`config.mk`:
```
export PLATFORM = sky130hd
export DESIGN_NAME = wfg_stim_sine_top
export DESIGN_NICKNAME = d
export VERILOG_FILES = /design/src/common/wfg_reg_pkg.sv /design/src/common/wfg_sine_pkg.sv /design/src/logic/wfg_stim_sine_scale.sv /design/src/wfg_stim_sine/wfg_stim_sine_cordic.sv /design/src/wfg_stim_sine/wfg_stim_sine_top.sv /design/src/wfg_stim_sine/wfg_stim_sine_wishbone_reg.sv
export SDC_FILE = /design/constraint.sdc
export NUM_CORES = 1
export LEC_CHECK = 0
export ABC_AREA = 1
export BUFFER_PORTS_ARGS = -buffer_cell sky130_fd_sc_hd__buf_2
export CAP_MARGIN = 15
export CORE_MARGIN = 1
export CORE_UTILIZATION = 59
export CTS_CLUSTER_SIZE = 28
export DETAILED_ROUTE_END_ITERATION = 10
export PLACE_DENSITY_LB_ADDON = 0.1
export RECOVER_POWER = 50
export SLEW_MARGIN = 20
export SYNTH_ARGS = -nofsm -noshare
export SYNTH_HDL_FRONTEND = slang
export SYNTH_SLANG_ARGS = --single-unit
```
`constraint.sdc`:
```
create_clock -name wb_clk_i -period 7.05 [get_ports wb_clk_i]
set_input_delay 1.41 -clock wb_clk_i [delete_from_list [all_inputs] [get_ports wb_clk_i]]
set_output_delay 1.41 -clock wb_clk_i [all_outputs]
set_load 0.02 [all_outputs]
```
`src/common/wfg_reg_pkg.sv`:
```
// sine stimulus register map
// wishbone addresses, reset values and the configuration handed to the datapath
package wfg_reg_pkg;

    // word addresses, compared zero-extended against the bus address
    localparam logic [11:0] adr_ctrl    = 12'h010;
    localparam logic [11:0] adr_inc     = 12'h018;
    localparam logic [11:0] adr_gain    = 12'h01C;
    localparam logic [11:0] adr_offset  = 12'h020;
    localparam logic [11:0] adr_reginfo = 12'hFF8;
    localparam logic [11:0] adr_id      = 12'hFFC;

    // enable comes up cleared
    localparam logic        ctrl_en_rst = 1'b0;

    // one turn in 16 samples
    localparam logic [15:0] inc_rst     = 16'h1000;

    // unity gain, 0x4000 is 1.0
    localparam logic [15:0] gain_rst    = 16'h4000;

    localparam logic [17:0] offset_rst  = 18'h00000;

    // identification, read only
    localparam logic [7:0]  peripheral_type = 8'h01;
    localparam logic [7:0]  version         = 8'h01;
    localparam logic [17:0] reginfo_date    = 18'd210722;

    // live configuration
    // en and inc go to the rotator, gain and offset to the scaling stage
    typedef struct packed {
        // run the generator
        logic               en;
        // phase step per sample
        logic        [15:0] inc;
        // Q2.14 gain
        logic        [15:0] gain;
        // added after scaling, in sample units
        logic signed [17:0] offset;
    } wfg_cfg_t;

endpackage

```
`src/common/wfg_sine_pkg.sv`:
```
// sine datapath types and CORDIC constants
// shared by the rotator and the scaling stage
package wfg_sine_pkg;

    // full turn is 2^16
    typedef logic [15:0] phase_t;

    // Q1.16, +1.0 is 65536
    typedef logic signed [17:0] sine_t;

    // scaled output sample
    typedef struct packed {
        logic signed [17:0] data;
    } sample_t;

    // one iteration per clock
    localparam int cordic_iter = 16;

    // extra fraction bits kept in x and y during rotation
    localparam int cordic_guard = 2;

    // atan(2^-i) in phase units, 8192 is 45 degrees
    localparam logic [0:15][15:0] cordic_atan = '{
        16'd8192, 16'd4836, 16'd2555, 16'd1297,
        16'd651,  16'd326,  16'd163,  16'd81,
        16'd41,   16'd20,   16'd10,   16'd5,
        16'd3,    16'd1,    16'd1,    16'd0
    };

    // 1/K in Q1.16, x start value so the result lands at unit amplitude
    localparam int cordic_k_init = 39797;

    // gain is Q2.14
    localparam int gain_shift = 14;

    // 18-bit signed limits
    localparam int sample_max = 131071;
    localparam int sample_min = -131072;

endpackage

```
`src/logic/wfg_stim_sine_scale.sv`:
```
// sine scaling stage
// gain, offset and saturation into a registered valid/ready output
`timescale 1ns/10ps

module wfg_stim_sine_scale (
    input  logic                  wb_clk_i,
    input  logic                  wb_rst_i,
    input  wfg_sine_pkg::sine_t   sin_i,
    input  logic                  sin_valid_i,
    input  logic [15:0]           gain_i,
    input  logic signed [17:0]    offset_i,
    output logic                  sin_ready_o,
    output wfg_sine_pkg::sample_t sample_o,
    output logic                  sample_valid_o,
    input  logic                  sample_ready_i
);

    logic signed [33:0] prod;
    logic signed [34:0] sum;
    logic signed [17:0] sat;

    // gain is unsigned, zero-extend before the signed multiply
    assign prod = sin_i * $signed({1'b0, gain_i});

    // drop the Q2.14 fraction, then offset
    assign sum = (prod >>> wfg_sine_pkg::gain_shift) + offset_i;

    // clamp to the 18-bit range
    always_comb begin
        if (sum > wfg_sine_pkg::sample_max) begin
            sat = 18'(wfg_sine_pkg::sample_max);
        end else if (sum < wfg_sine_pkg::sample_min) begin
            sat = 18'(wfg_sine_pkg::sample_min);
        end else begin
            sat = sum[17:0];
        end
    end

    // take a new input when empty or draining this cycle
    assign sin_ready_o = !sample_valid_o || sample_ready_i;

    always_ff @(posedge wb_clk_i) begin
        if (wb_rst_i) begin
            sample_valid_o <= 1'b0;
        end else if (sin_ready_o) begin
            sample_valid_o <= sin_valid_i;
        end
    end

    // output data
    always_ff @(posedge wb_clk_i) begin
        if (sin_valid_i && sin_ready_o) begin
            sample_o.data <= sat;
        end
    end

    // stalled output keeps its value
    a_sample_hold: assert property (@(posedge wb_clk_i) disable iff (wb_rst_i)
        sample_valid_o && !sample_ready_i |=> sample_valid_o && $stable(sample_o));

endmodule

```
`src/wfg_stim_sine/wfg_stim_sine_cordic.sv`:
```
// sine rotator
// phase accumulator feeding a 16-step iterative CORDIC, one sample per handshake
`timescale 1ns/10ps

module wfg_stim_sine_cordic (
    input  logic                 wb_clk_i,
    input  logic                 wb_rst_i,
    input  logic                 en_i,
    input  wfg_sine_pkg::phase_t inc_i,
    output wfg_sine_pkg::sine_t  sin_o,
    output logic                 sin_valid_o,
    input  logic                 sin_ready_i
);

    // x and y carry guard bits below the Q1.16 point
    localparam int xy_w = $bits(wfg_sine_pkg::sine_t) + wfg_sine_pkg::cordic_guard;
    localparam logic signed [xy_w-1:0] x_init =
        xy_w'(wfg_sine_pkg::cordic_k_init << wfg_sine_pkg::cordic_guard);
    // half an lsb of the output, for rounding
    localparam logic signed [xy_w-1:0] rnd_half =
        xy_w'(1 << (wfg_sine_pkg::cordic_guard - 1));
    localparam logic [3:0] iter_last = 4'(wfg_sine_pkg::cordic_iter - 1);

    typedef enum logic [2:0] {
        st_idle,
        st_fold,
        st_rotate,
        st_round,
        st_hold
    } state_t;

    state_t                 state;
    wfg_sine_pkg::phase_t   phase;
    wfg_sine_pkg::phase_t   phase_lat;
    logic [3:0]             iter;
    logic                   neg;
    logic [1:0]             quad;
    logic signed [17:0]     angle;
    logic signed [xy_w-1:0] x;
    logic signed [xy_w-1:0] y;
    logic signed [17:0]     z;
    logic signed [xy_w-1:0] x_sh;
    logic signed [xy_w-1:0] y_sh;
    logic signed [17:0]     atan;
    logic signed [xy_w-1:0] y_rnd;
    logic signed [xy_w-1:0] y_out;

    // fold into 0..90 degrees
    // odd quadrants mirror about 90, upper half negates at the end
    assign quad  = phase_lat[15:14];
    assign angle = quad[0] ? 18'sd32768 - $signed({3'b000, phase_lat[14:0]})
                           : $signed({3'b000, phase_lat[14:0]});

    // one micro-rotation
    assign x_sh = x >>> iter;
    assign y_sh = y >>> iter;
    assign atan = $signed({2'b00, wfg_sine_pkg::cordic_atan[iter]});

    // round off the guard bits, then apply the sign
    assign y_rnd = (y + rnd_half) >>> wfg_sine_pkg::cordic_guard;
    assign y_out = neg ? -y_rnd : y_rnd;

    // control: fold 1 cycle, rotate 16, round 1
    always_ff @(posedge wb_clk_i) begin
        if (wb_rst_i) begin
            state       <= st_idle;
            phase       <= '0;
            iter        <= '0;
            sin_valid_o <= 1'b0;
        end else begin
            case (state)
                st_idle: begin
                    if (en_i) begin
                        state <= st_fold;
                    end else begin
                        // disabled, restart from zero
                        phase <= '0;
                    end
                end
                st_fold: begin
                    iter  <= '0;
                    state <= st_rotate;
                end
                st_rotate: begin
                    iter <= iter + 4'd1;
                    if (iter == iter_last) begin
                        state <= st_round;
                    end
                end
                st_round: begin
                    sin_valid_o <= 1'b1;
                    state       <= st_hold;
                end
                st_hold: begin
                    // step the phase only once the sample is taken
                    if (sin_ready_i) begin
                        sin_valid_o <= 1'b0;
                        phase       <= phase + inc_i;
                        state       <= st_idle;
                    end
                end
                default: begin
                    state <= st_idle;
                end
            endcase
        end
    end

    // datapath
    always_ff @(posedge wb_clk_i) begin
        case (state)
            st_idle: begin
                phase_lat <= phase;
            end
            st_fold: begin
                x   <= x_init;
                y   <= '0;
                z   <= angle;
                neg <= quad[1];
            end
            st_rotate: begin
                // residual angle sign picks the direction
                if (z >= 0) begin
                    x <= x - y_sh;
                    y <= y + x_sh;
                    z <= z - atan;
                end else begin
                    x <= x + y_sh;
                    y <= y - x_sh;
                    z <= z + atan;
                end
            end
            st_round: begin
                sin_o <= y_out[$bits(wfg_sine_pkg::sine_t)-1:0];
            end
            default: begin
            end
        endcase
    end

    // waiting sample is frozen
    a_sin_hold: assert property (@(posedge wb_clk_i) disable iff (wb_rst_i)
        sin_valid_o && !sin_ready_i |=> sin_valid_o && $stable(sin_o));

endmodule

```
`src/wfg_stim_sine/wfg_stim_sine_top.sv`:
```
// sine stimulus generator top
// wishbone register file, CORDIC rotator and scaling stage
`timescale 1ns/10ps

module wfg_stim_sine_top #(
    parameter int BUSW = 32
) (
    input  logic                  wb_clk_i,
    input  logic                  wb_rst_i,
    input  logic                  wbs_stb_i,
    input  logic                  wbs_cyc_i,
    input  logic                  wbs_we_i,
    input  logic [(BUSW/8-1):0]   wbs_sel_i,
    input  logic [(BUSW-1):0]     wbs_dat_i,
    input  logic [(BUSW-1):0]     wbs_adr_i,
    output logic                  wbs_ack_o,
    output logic [(BUSW-1):0]     wbs_dat_o,
    output wfg_sine_pkg::sample_t sample_o,
    output logic                  sample_valid_o,
    input  logic                  sample_ready_i
);

    wfg_reg_pkg::wfg_cfg_t cfg;
    wfg_sine_pkg::sine_t   sin;
    logic                  sin_valid;
    logic                  sin_ready;

    // configuration registers
    wfg_stim_sine_wishbone_reg #(
        .BUSW(BUSW)
    ) wfg_stim_sine_wishbone_reg_i (
        .wb_clk_i (wb_clk_i),
        .wb_rst_i (wb_rst_i),
        .wbs_stb_i(wbs_stb_i),
        .wbs_cyc_i(wbs_cyc_i),
        .wbs_we_i (wbs_we_i),
        .wbs_sel_i(wbs_sel_i),
        .wbs_dat_i(wbs_dat_i),
        .wbs_adr_i(wbs_adr_i),
        .wbs_ack_o(wbs_ack_o),
        .wbs_dat_o(wbs_dat_o),
        .cfg_o    (cfg)
    );

    // phase and sine
    wfg_stim_sine_cordic wfg_stim_sine_cordic_i (
        .wb_clk_i   (wb_clk_i),
        .wb_rst_i   (wb_rst_i),
        .en_i       (cfg.en),
        .inc_i      (cfg.inc),
        .sin_o      (sin),
        .sin_valid_o(sin_valid),
        .sin_ready_i(sin_ready)
    );

    // gain, offset, output handshake
    wfg_stim_sine_scale wfg_stim_sine_scale_i (
        .wb_clk_i      (wb_clk_i),
        .wb_rst_i      (wb_rst_i),
        .sin_i         (sin),
        .sin_valid_i   (sin_valid),
        .gain_i        (cfg.gain),
        .offset_i      (cfg.offset),
        .sin_ready_o   (sin_ready),
        .sample_o      (sample_o),
        .sample_valid_o(sample_valid_o),
        .sample_ready_i(sample_ready_i)
    );

endmodule

```
`src/wfg_stim_sine/wfg_stim_sine_wishbone_reg.sv`:
```
// sine stimulus register file
// wishbone classic slave holding the generator configuration
`timescale 1ns/10ps

module wfg_stim_sine_wishbone_reg #(
    parameter int BUSW = 32
) (
    input  logic                  wb_clk_i,
    input  logic                  wb_rst_i,
    input  logic                  wbs_stb_i,
    input  logic                  wbs_cyc_i,
    input  logic                  wbs_we_i,
    input  logic [(BUSW/8-1):0]   wbs_sel_i,
    input  logic [(BUSW-1):0]     wbs_dat_i,
    input  logic [(BUSW-1):0]     wbs_adr_i,
    output logic                  wbs_ack_o,
    output logic [(BUSW-1):0]     wbs_dat_o,
    output wfg_reg_pkg::wfg_cfg_t cfg_o
);

    // new access accepted
    logic acc;
    // write strobe, same edge as the ack
    logic wr_en;

    wfg_reg_pkg::wfg_cfg_t cfg_q;

    // only take a new access while no ack is out
    // so each strobe gets exactly one ack pulse
    assign acc   = wbs_stb_i && wbs_cyc_i && !wbs_ack_o;
    assign wr_en = acc && wbs_we_i;

    // ack and writable fields
    always_ff @(posedge wb_clk_i) begin
        if (wb_rst_i) begin
            wbs_ack_o    <= 1'b0;
            cfg_q.en     <= wfg_reg_pkg::ctrl_en_rst;
            cfg_q.inc    <= wfg_reg_pkg::inc_rst;
            cfg_q.gain   <= wfg_reg_pkg::gain_rst;
            cfg_q.offset <= wfg_reg_pkg::offset_rst;
        end else begin
            wbs_ack_o <= acc;
            if (wr_en) begin
                // low data bits only, byte selects are not decoded
                case (wbs_adr_i)
                    BUSW'(wfg_reg_pkg::adr_ctrl): begin
                        cfg_q.en <= wbs_dat_i[0];
                    end
                    BUSW'(wfg_reg_pkg::adr_inc): begin
                        cfg_q.inc <= wbs_dat_i[15:0];
                    end
                    BUSW'(wfg_reg_pkg::adr_gain): begin
                        cfg_q.gain <= wbs_dat_i[15:0];
                    end
                    BUSW'(wfg_reg_pkg::adr_offset): begin
                        cfg_q.offset <= $signed(wbs_dat_i[17:0]);
                    end
                    // ID and REGINFO fall through, read only
                    default: begin
                    end
                endcase
            end
        end
    end

    // read mux, straight from the address
    // master samples it while ack is high
    always_comb begin
        wbs_dat_o = '0;
        case (wbs_adr_i)
            BUSW'(wfg_reg_pkg::adr_ctrl): begin
                wbs_dat_o[0] = cfg_q.en;
            end
            BUSW'(wfg_reg_pkg::adr_inc): begin
                wbs_dat_o[15:0] = cfg_q.inc;
            end
            BUSW'(wfg_reg_pkg::adr_gain): begin
                wbs_dat_o[15:0] = cfg_q.gain;
            end
            BUSW'(wfg_reg_pkg::adr_offset): begin
                // raw field bits, no sign extension on the bus
                wbs_dat_o[17:0] = cfg_q.offset;
            end
            BUSW'(wfg_reg_pkg::adr_reginfo): begin
                wbs_dat_o[17:0] = wfg_reg_pkg::reginfo_date;
            end
            BUSW'(wfg_reg_pkg::adr_id): begin
                wbs_dat_o[15:8] = wfg_reg_pkg::version;
                wbs_dat_o[7:0]  = wfg_reg_pkg::peripheral_type;
            end
            // unmapped
            default: begin
                wbs_dat_o = '0;
            end
        endcase
    end

    assign cfg_o = cfg_q;

    // ack never stretches over two cycles
    a_ack_single: assert property (@(posedge wb_clk_i) disable iff (wb_rst_i)
        wbs_ack_o |=> !wbs_ack_o);

    // every ack answers a strobe from the cycle before
    a_ack_cause: assert property (@(posedge wb_clk_i) disable iff (wb_rst_i)
        wbs_ack_o |-> $past(wbs_stb_i && wbs_cyc_i));

endmodule
```
## Word-level counts from Yosys, hierarchy flattened

Memories as Yosys holds them, arrays and structs flattened.
Index checks and enable logic that the tools add are counted.

- Bits in registers: 188
- ROM bits: 256
- Input bits: 74
- Output and inout bits: 52
- Logic and storage cells: 95
- Memories kept: 1

- Add/subtract/negate cells: 12
- Multipliers: 1
- Order comparisons: 4
- Eq/ne operators: 15
- Shifts and indexed selects: 2
- Muxes and demuxes: 24
- Bitwise operators: 1
- Reduce and logical (&&, ||, !) cells: 18

Memories:

| memory | depth | width | read ports | clocked after Yosys merged registers in | wr ports | RTL line | source |
|---|---|---|---|---|---|---|---|
| (name not given) | 16 | 16 | 1 | 0 | 0 | wfg_stim_sine_cordic.sv:57 | `assign atan = $signed({2'b00, wfg_sine_pkg::cordic_atan[iter]});` |

Operators with widths:

| cell | number |
|---|---|
| $eq A32 B5 Y1 const B | 3 |
| $pmux W20 S2 | 2 |
| $pmux W15 S5 | 1 |
| $mux W18 | 4 |
| $eq A32 B12 Y1 const B | 2 |
| $mux W16 | 4 |
| $add A20 B20 Y20 | 2 |
| $mux W20 | 2 |
| $sshr A20 B4 Y20 | 2 |
| $sub A20 B20 Y20 | 2 |
| $pmux W18 S2 | 1 |
| $gt A35 B18 Y1 const B | 1 |
| $lt A35 B18 Y1 const B | 1 |
| $mul A18 B17 Y34 | 1 |
| $eq A32 B6 Y1 const B | 1 |
| $pmux W16 S2 | 1 |
| $add A20 B18 Y21 | 1 |
| $add A20 B3 Y20 const B | 1 |
| $add A18 B17 Y18 | 1 |
| $ge A18 B1 Y1 const B | 1 |
| $neg A18 Y18 | 1 |
| $sub A18 B17 Y18 | 1 |
| $sub A16 B15 Y17 const A | 1 |
| $add A16 B16 Y16 | 1 |
| 23 further kinds | 39 |

## Longest topological paths before layout

- Depth in word-level cells: 7
- Depth in mapped cells: 41
- Gate-level depth less buffers: 39

## Modules after synthesis

A second synthesis with hierarchy kept.

- Cell total of the unflattened synthesis: 4,059
- Area total of the unflattened synthesis: 28,205.8 um2

Modules (own cells, without submodules):

| module | instances | cells each | area an instance (um2) |
|---|---|---|---|
| wfg_stim_sine_scale | 1 | 1,799 | 13,381.6 |
| wfg_stim_sine_cordic | 1 | 1,744 | 11,770.0 |
| wfg_stim_sine_wishbone_reg | 1 | 516 | 3,054.2 |

## Least setup slack after synthesis

Ideal clock, no wire load.

- Path type: register to register
- From: register wfg_stim_sine_cordic_i.sin_o[17]
- To: register, netlist name wfg_stim_sine_scale_i.sample_o[10]
- Setup time: 253 ps
- Arrival time: 7,332 ps
- Required time: 6,797 ps
- Slack: -534 ps
- Cell stages (with the launch flop): 34
- Clock period less this slack: 7,584 ps
- Path through: edfxtp_1 -> clkbuf_1 -> clkbuf_1 -> nand2_1 -> inv_1 -> fa_1 -> inv_1 -> fa_1 -> inv_1 -> fa_1 -> fa_1 -> fa_1 -> inv_1 -> fa_1 -> inv_1 -> ha_1 -> nand2_1 -> nor2_1 -> nand2_1 -> o21ai_0 -> nand4_1 -> nand2_1 -> xor2_1 -> inv_1 -> ha_1 -> nand2_1 -> nor4_1 -> nand4_1 -> nand3_1 -> xor2_1 -> nand2_1 -> o21bai_2 -> buf_6 -> nand2_1

- Cells in the longest elaborated chain, start to end: 4
- Elaborated cells on any way between the ends: 5

RTL lines:

| element | RTL line | source |
|---|---|---|
| start, declared | wfg_stim_sine_cordic.sv:10 | `output wfg_sine_pkg::sine_t sin_o,` |
| start signal, assigned | wfg_stim_sine_cordic.sv:134 | `sin_o <= y_out[$bits(wfg_sine_pkg::sine_t)-1:0];` |
| $mul A18 B17 Y34 (*) | wfg_stim_sine_scale.sv:23 | `assign prod = sin_i * $signed({1'b0, gain_i});` |
| $add A20 B18 Y21 (*) | wfg_stim_sine_scale.sv:26 | `assign sum = (prod >>> wfg_sine_pkg::gain_shift) + offset_i;` |
| $lt A35 B18 Y1 | wfg_stim_sine_scale.sv:32 | `end else if (sum < wfg_sine_pkg::sample_min) begin` |
| $mux W18 | wfg_stim_sine_scale.sv:32 |  |

Mark *: on every way between the ends. The rest lies on a longest branch, timed or not.
A chain may end at the register's enable or synchronous reset.

## Final worst setup path

- From: register wfg_stim_sine_cordic_i.sin_o[11]
- To: register, netlist name wfg_stim_sine_scale_i.sample_o[10]

- Cells in the longest elaborated chain, start to end: 4
- Elaborated cells on any way between the ends: 5

RTL lines:

| element | RTL line |
|---|---|
| $mul A18 B17 Y34 (*) | wfg_stim_sine_scale.sv:23 |
| $add A20 B18 Y21 (*) | wfg_stim_sine_scale.sv:26 |
| $lt A35 B18 Y1 | wfg_stim_sine_scale.sv:32 |
| $mux W18 | wfg_stim_sine_scale.sv:32 |

Marks and branches as above.

==> flow_summary.toml <==
[route]
wl_per_cell_um = 16.60
dr_total_vias = 25204
vias_per_cell = 5.455
wl_um = 76710
drc = 0
first_pass_iters = 6
ant_nets = 0
dr.first_iter.drc_count = 1769

[synth]
yosysSeqAreaShare_pct = 17.87
synthTopCellsByArea = "fa_1 (21%), nand2_1 (13%), edfxtp_1 (12%)"
async_reset_ff_share_pct = 0
synth_cells = 3722
synth_edf_count = 111
synth.distinct_cells = 66
synth_area_per_cell_um2 = 7.328
synth_warnings = 0
syn_area_um2 = 27280
synthFlopType = "edfxtp_1"
ys_ff_latch = 188
synth_top_area_cell = "fa_1"
synth_top_cell_area_share_pct = 21.36

[clock_network]
clkSinkCount = 188
clk_pin_slew_ps = 80
hold_buffers = 0
clkLatencyLatePin_ps = 470
cts_root_buf = "clkbuf_16"
cts-buffers-inserted = 17
cts_tree = "yes"
htree_levels = 4
clock_path_buffers = 2

[floorplanning]
ios = 126
core_um2 = 45480
die_area_um2 = 47100
die_w_um = 217.0
die_height_um = 217.0
placementRows = 78
initial_core_util_pct = 59.98

[setup_path]
reg2reg_from = "wfg_stim_sine_cordic_i.sin_o[11]"
start_kind = "flop"
rr_worst_depth = 35
criticalPathCategory = "reg2reg"
r2r-end = "wfg_stim_sine_scale_i.sample_o[10]"
cp_max_fo = 8
r2r_slack_ps = -480
required_ps = 7280
crit_top_cell = "fa_1"
critPathCaptureType = "flop"
cp_slowest_cell = "edfxtp_1"
crit_path_max_incr_delay_ps = 570
arrival_ps = 7750

[timing]
finalSetupTns_ps = -7812
final-setup-viol-count = 18
rsz0062_at_grt = "true"
fin_ws_ps = -475.4
slew_violations = 157
clock.fmax_mhz = 132.9
hold_violations = 0
min_period_over_period_pct = 106.7
clock_skew_ps = 12.88
relSlewSlack_pct = -136.3
period_needed_ps = 7525
worstMarginPinSlew_ps = 3544

[placement]
dp_hpwl_um = 60320
port_buffers = 93
place_congestion = 0.9495

[power_and_ir_drop]
p_per_area_nw_per_um2 = 108.8
irDropWorstVdd_v = 0.0001592
leakage_uw = 0.01665

[global_routing]
grt_pass1_wl_um = 125000
grtUsageTotal_pct = 33.01
grt_pass1_vias = 25473
grt_overflow = 0
grt_max_degree = 61
antenna_found_initial = 0

[cells_and_area]
syn2layout_area_growth_pct = 18.29
fin_nets = 4559
utilization_pct = 70.95
final_cell_mix = "nand2_1 (890), inv_1 (697), fa_1 (277)"
drive_gt1_share_pct = 18.93
final_common_cell = "nand2_1"
fillers = 3612
antenna_cells = 0

[min_path]
hp-start = "wfg_stim_sine_wishbone_reg_i.wbs_ack_o"
min_path_type = "reg2reg"
hold_depth = 1
whs_endpoint = "wfg_stim_sine_wishbone_reg_i.wbs_ack_o"

[run]
maxCapViolCount = 3

[run_status]
violations = "max-capacitance violations, max-slew violations, negative setup slack"
status = "finished, violations left"
[cells in the mapped netlist, types with 7 or more instances]
cell type,number
a21o_1,13
a21oi_1,242
a31oi_1,17
buf_1,8
buf_2,19
buf_4,21
clkbuf_1,96
dfxtp_1,77
edfxtp_1,111
fa_1,291
ha_1,187
inv_1,739
inv_2,16
nand2_1,936
nand2_2,31
nand2_4,10
nand3_1,178
nand3_2,38
nand4_1,30
nor2_1,181
nor2_2,8
nor2_4,9
nor3_1,31
nor4_1,9
o211ai_1,11
o21a_1,16
o21ai_0,169
o21ai_1,12
o21ai_2,7
o31ai_1,9
xnor2_1,47
xor2_1,83
[logic make-up (layout without fill, tap and decap cells)]
group,after synthesis,in the layout,share of synthesized area (%)
compound gates,525,525,10.61
fa+ha+maj,478,478,29.94
mux,1,1,0.03670
xor+xnor,134,134,4.413
simple gates,1486,1486,24.00
other cells,1,14,0.01375
flops,188,188,17.87
buf+inv,909,1194,13.12
[timing repair]
action                                  CTS  global route
buffers inserted                         39            14
gates resized for setup                 132           158
endpoints found under the setup margin   18            18
pin swaps                                75            95
cloned                                    2             2
[area by class of cell]
class	instances	area, um2	share of cell area, %
flip-flops and latches	188	4877	15.12
inverters	758	2851	8.837
multi-input cells	2638	20020	62.06
clock inverters	11	116.4	0.3606
well taps	600	750.7	2.327
repair buffers	404	3164	9.807
clock buffers	21	483.0	1.497
[per-layer routing]
| metal | share of wire (%) | GRT usage, % | wire (um) |
|---|---|---|---|
| met1 | 42 | 42.91 | 32220 |
| met2 | 50 | 58.16 | 38640 |
| met3 | 4.9 | 2.683 | 3787 |
| met4 | 2.7 | 10.52 | 2055 |
| met5 | 0 | 0 | 0 |
[worst max path at each step]
stage	startpoint	endpoint	slack, ps	cells past startpoint
after floorplan	wfg_stim_sine_cordic_i.sin_o[13]	wfg_stim_sine_scale_i.sample_o[10]	0.6	33
after global routing	wfg_stim_sine_cordic_i.sin_o[12]	wfg_stim_sine_scale_i.sample_o[2]	-790	39
after detailed placement	wfg_stim_sine_cordic_i.sin_o[17]	wfg_stim_sine_scale_i.sample_o[15]	-640	32
final	wfg_stim_sine_cordic_i.sin_o[11]	wfg_stim_sine_scale_i.sample_o[10]	-480	35
after CTS	wfg_stim_sine_cordic_i.sin_o[17]	wfg_stim_sine_scale_i.sample_o[1]	-400	35
after global placement	wfg_stim_sine_cordic_i.sin_o[17]	wfg_stim_sine_scale_i.sample_o[3]	-560	33
[metrics by stage]
stage	hold WS (ps)	setup slack, ps	area [um2]	total power, uW	std cells
after floorplan	400.3	0.6133	27610	2238	3735
after global placement	416.6	-562.9	30130	2463	4535
after detailed placement	429.6	-641.8	30130	2503	4535
after CTS	441.8	-396.8	31650	3497	4607
after global routing	462.2	-787.7	32270	3710	4620
final	443.0	-475.4	32270	3509	4620
[registers in the layout, indices dropped and copies added, names as in the netlist]
| signal | flops |
|---|---|
| wfg_stim_sine_cordic_i.x | 20 |
| wfg_stim_sine_cordic_i.state | 3 |
| wfg_stim_sine_scale_i.sample_valid_o | 1 |
| wfg_stim_sine_cordic_i.sin_o | 18 |
| wfg_stim_sine_cordic_i.y | 20 |
| wfg_stim_sine_scale_i.sample_o | 18 |
| wfg_stim_sine_wishbone_reg_i.wbs_ack_o | 1 |
| wfg_stim_sine_cordic_i.iter | 4 |
| wfg_stim_sine_cordic_i.z | 18 |
| wfg_stim_sine_cordic_i.sin_valid_o | 1 |
| wfg_stim_sine_cordic_i.neg | 1 |
| wfg_stim_sine_wishbone_reg_i.cfg_o | 51 |
| wfg_stim_sine_cordic_i.phase | 16 |
| wfg_stim_sine_cordic_i.phase_lat | 16 |
[worst max-delay path: cells and delay by family, from the launching register on]
kind,cells,cell delay [ps]
adders and majority gates,8,3730
buffers and inverters,7,790
AOI/OAI and AO/OA,4,560
DFF,1,570
and+or+nand+nor,14,1260
xor gates and xnor gates,2,340
[report_power, final]
part	internal (uW)	leakage (uW)	switching [uW]
combinational	405	0.0147	804
clock	513	0.000295	489
sequential	1240	0.00166	58.9
total	2160	0.0166	1350
Power figures use the tool's default switching activity.
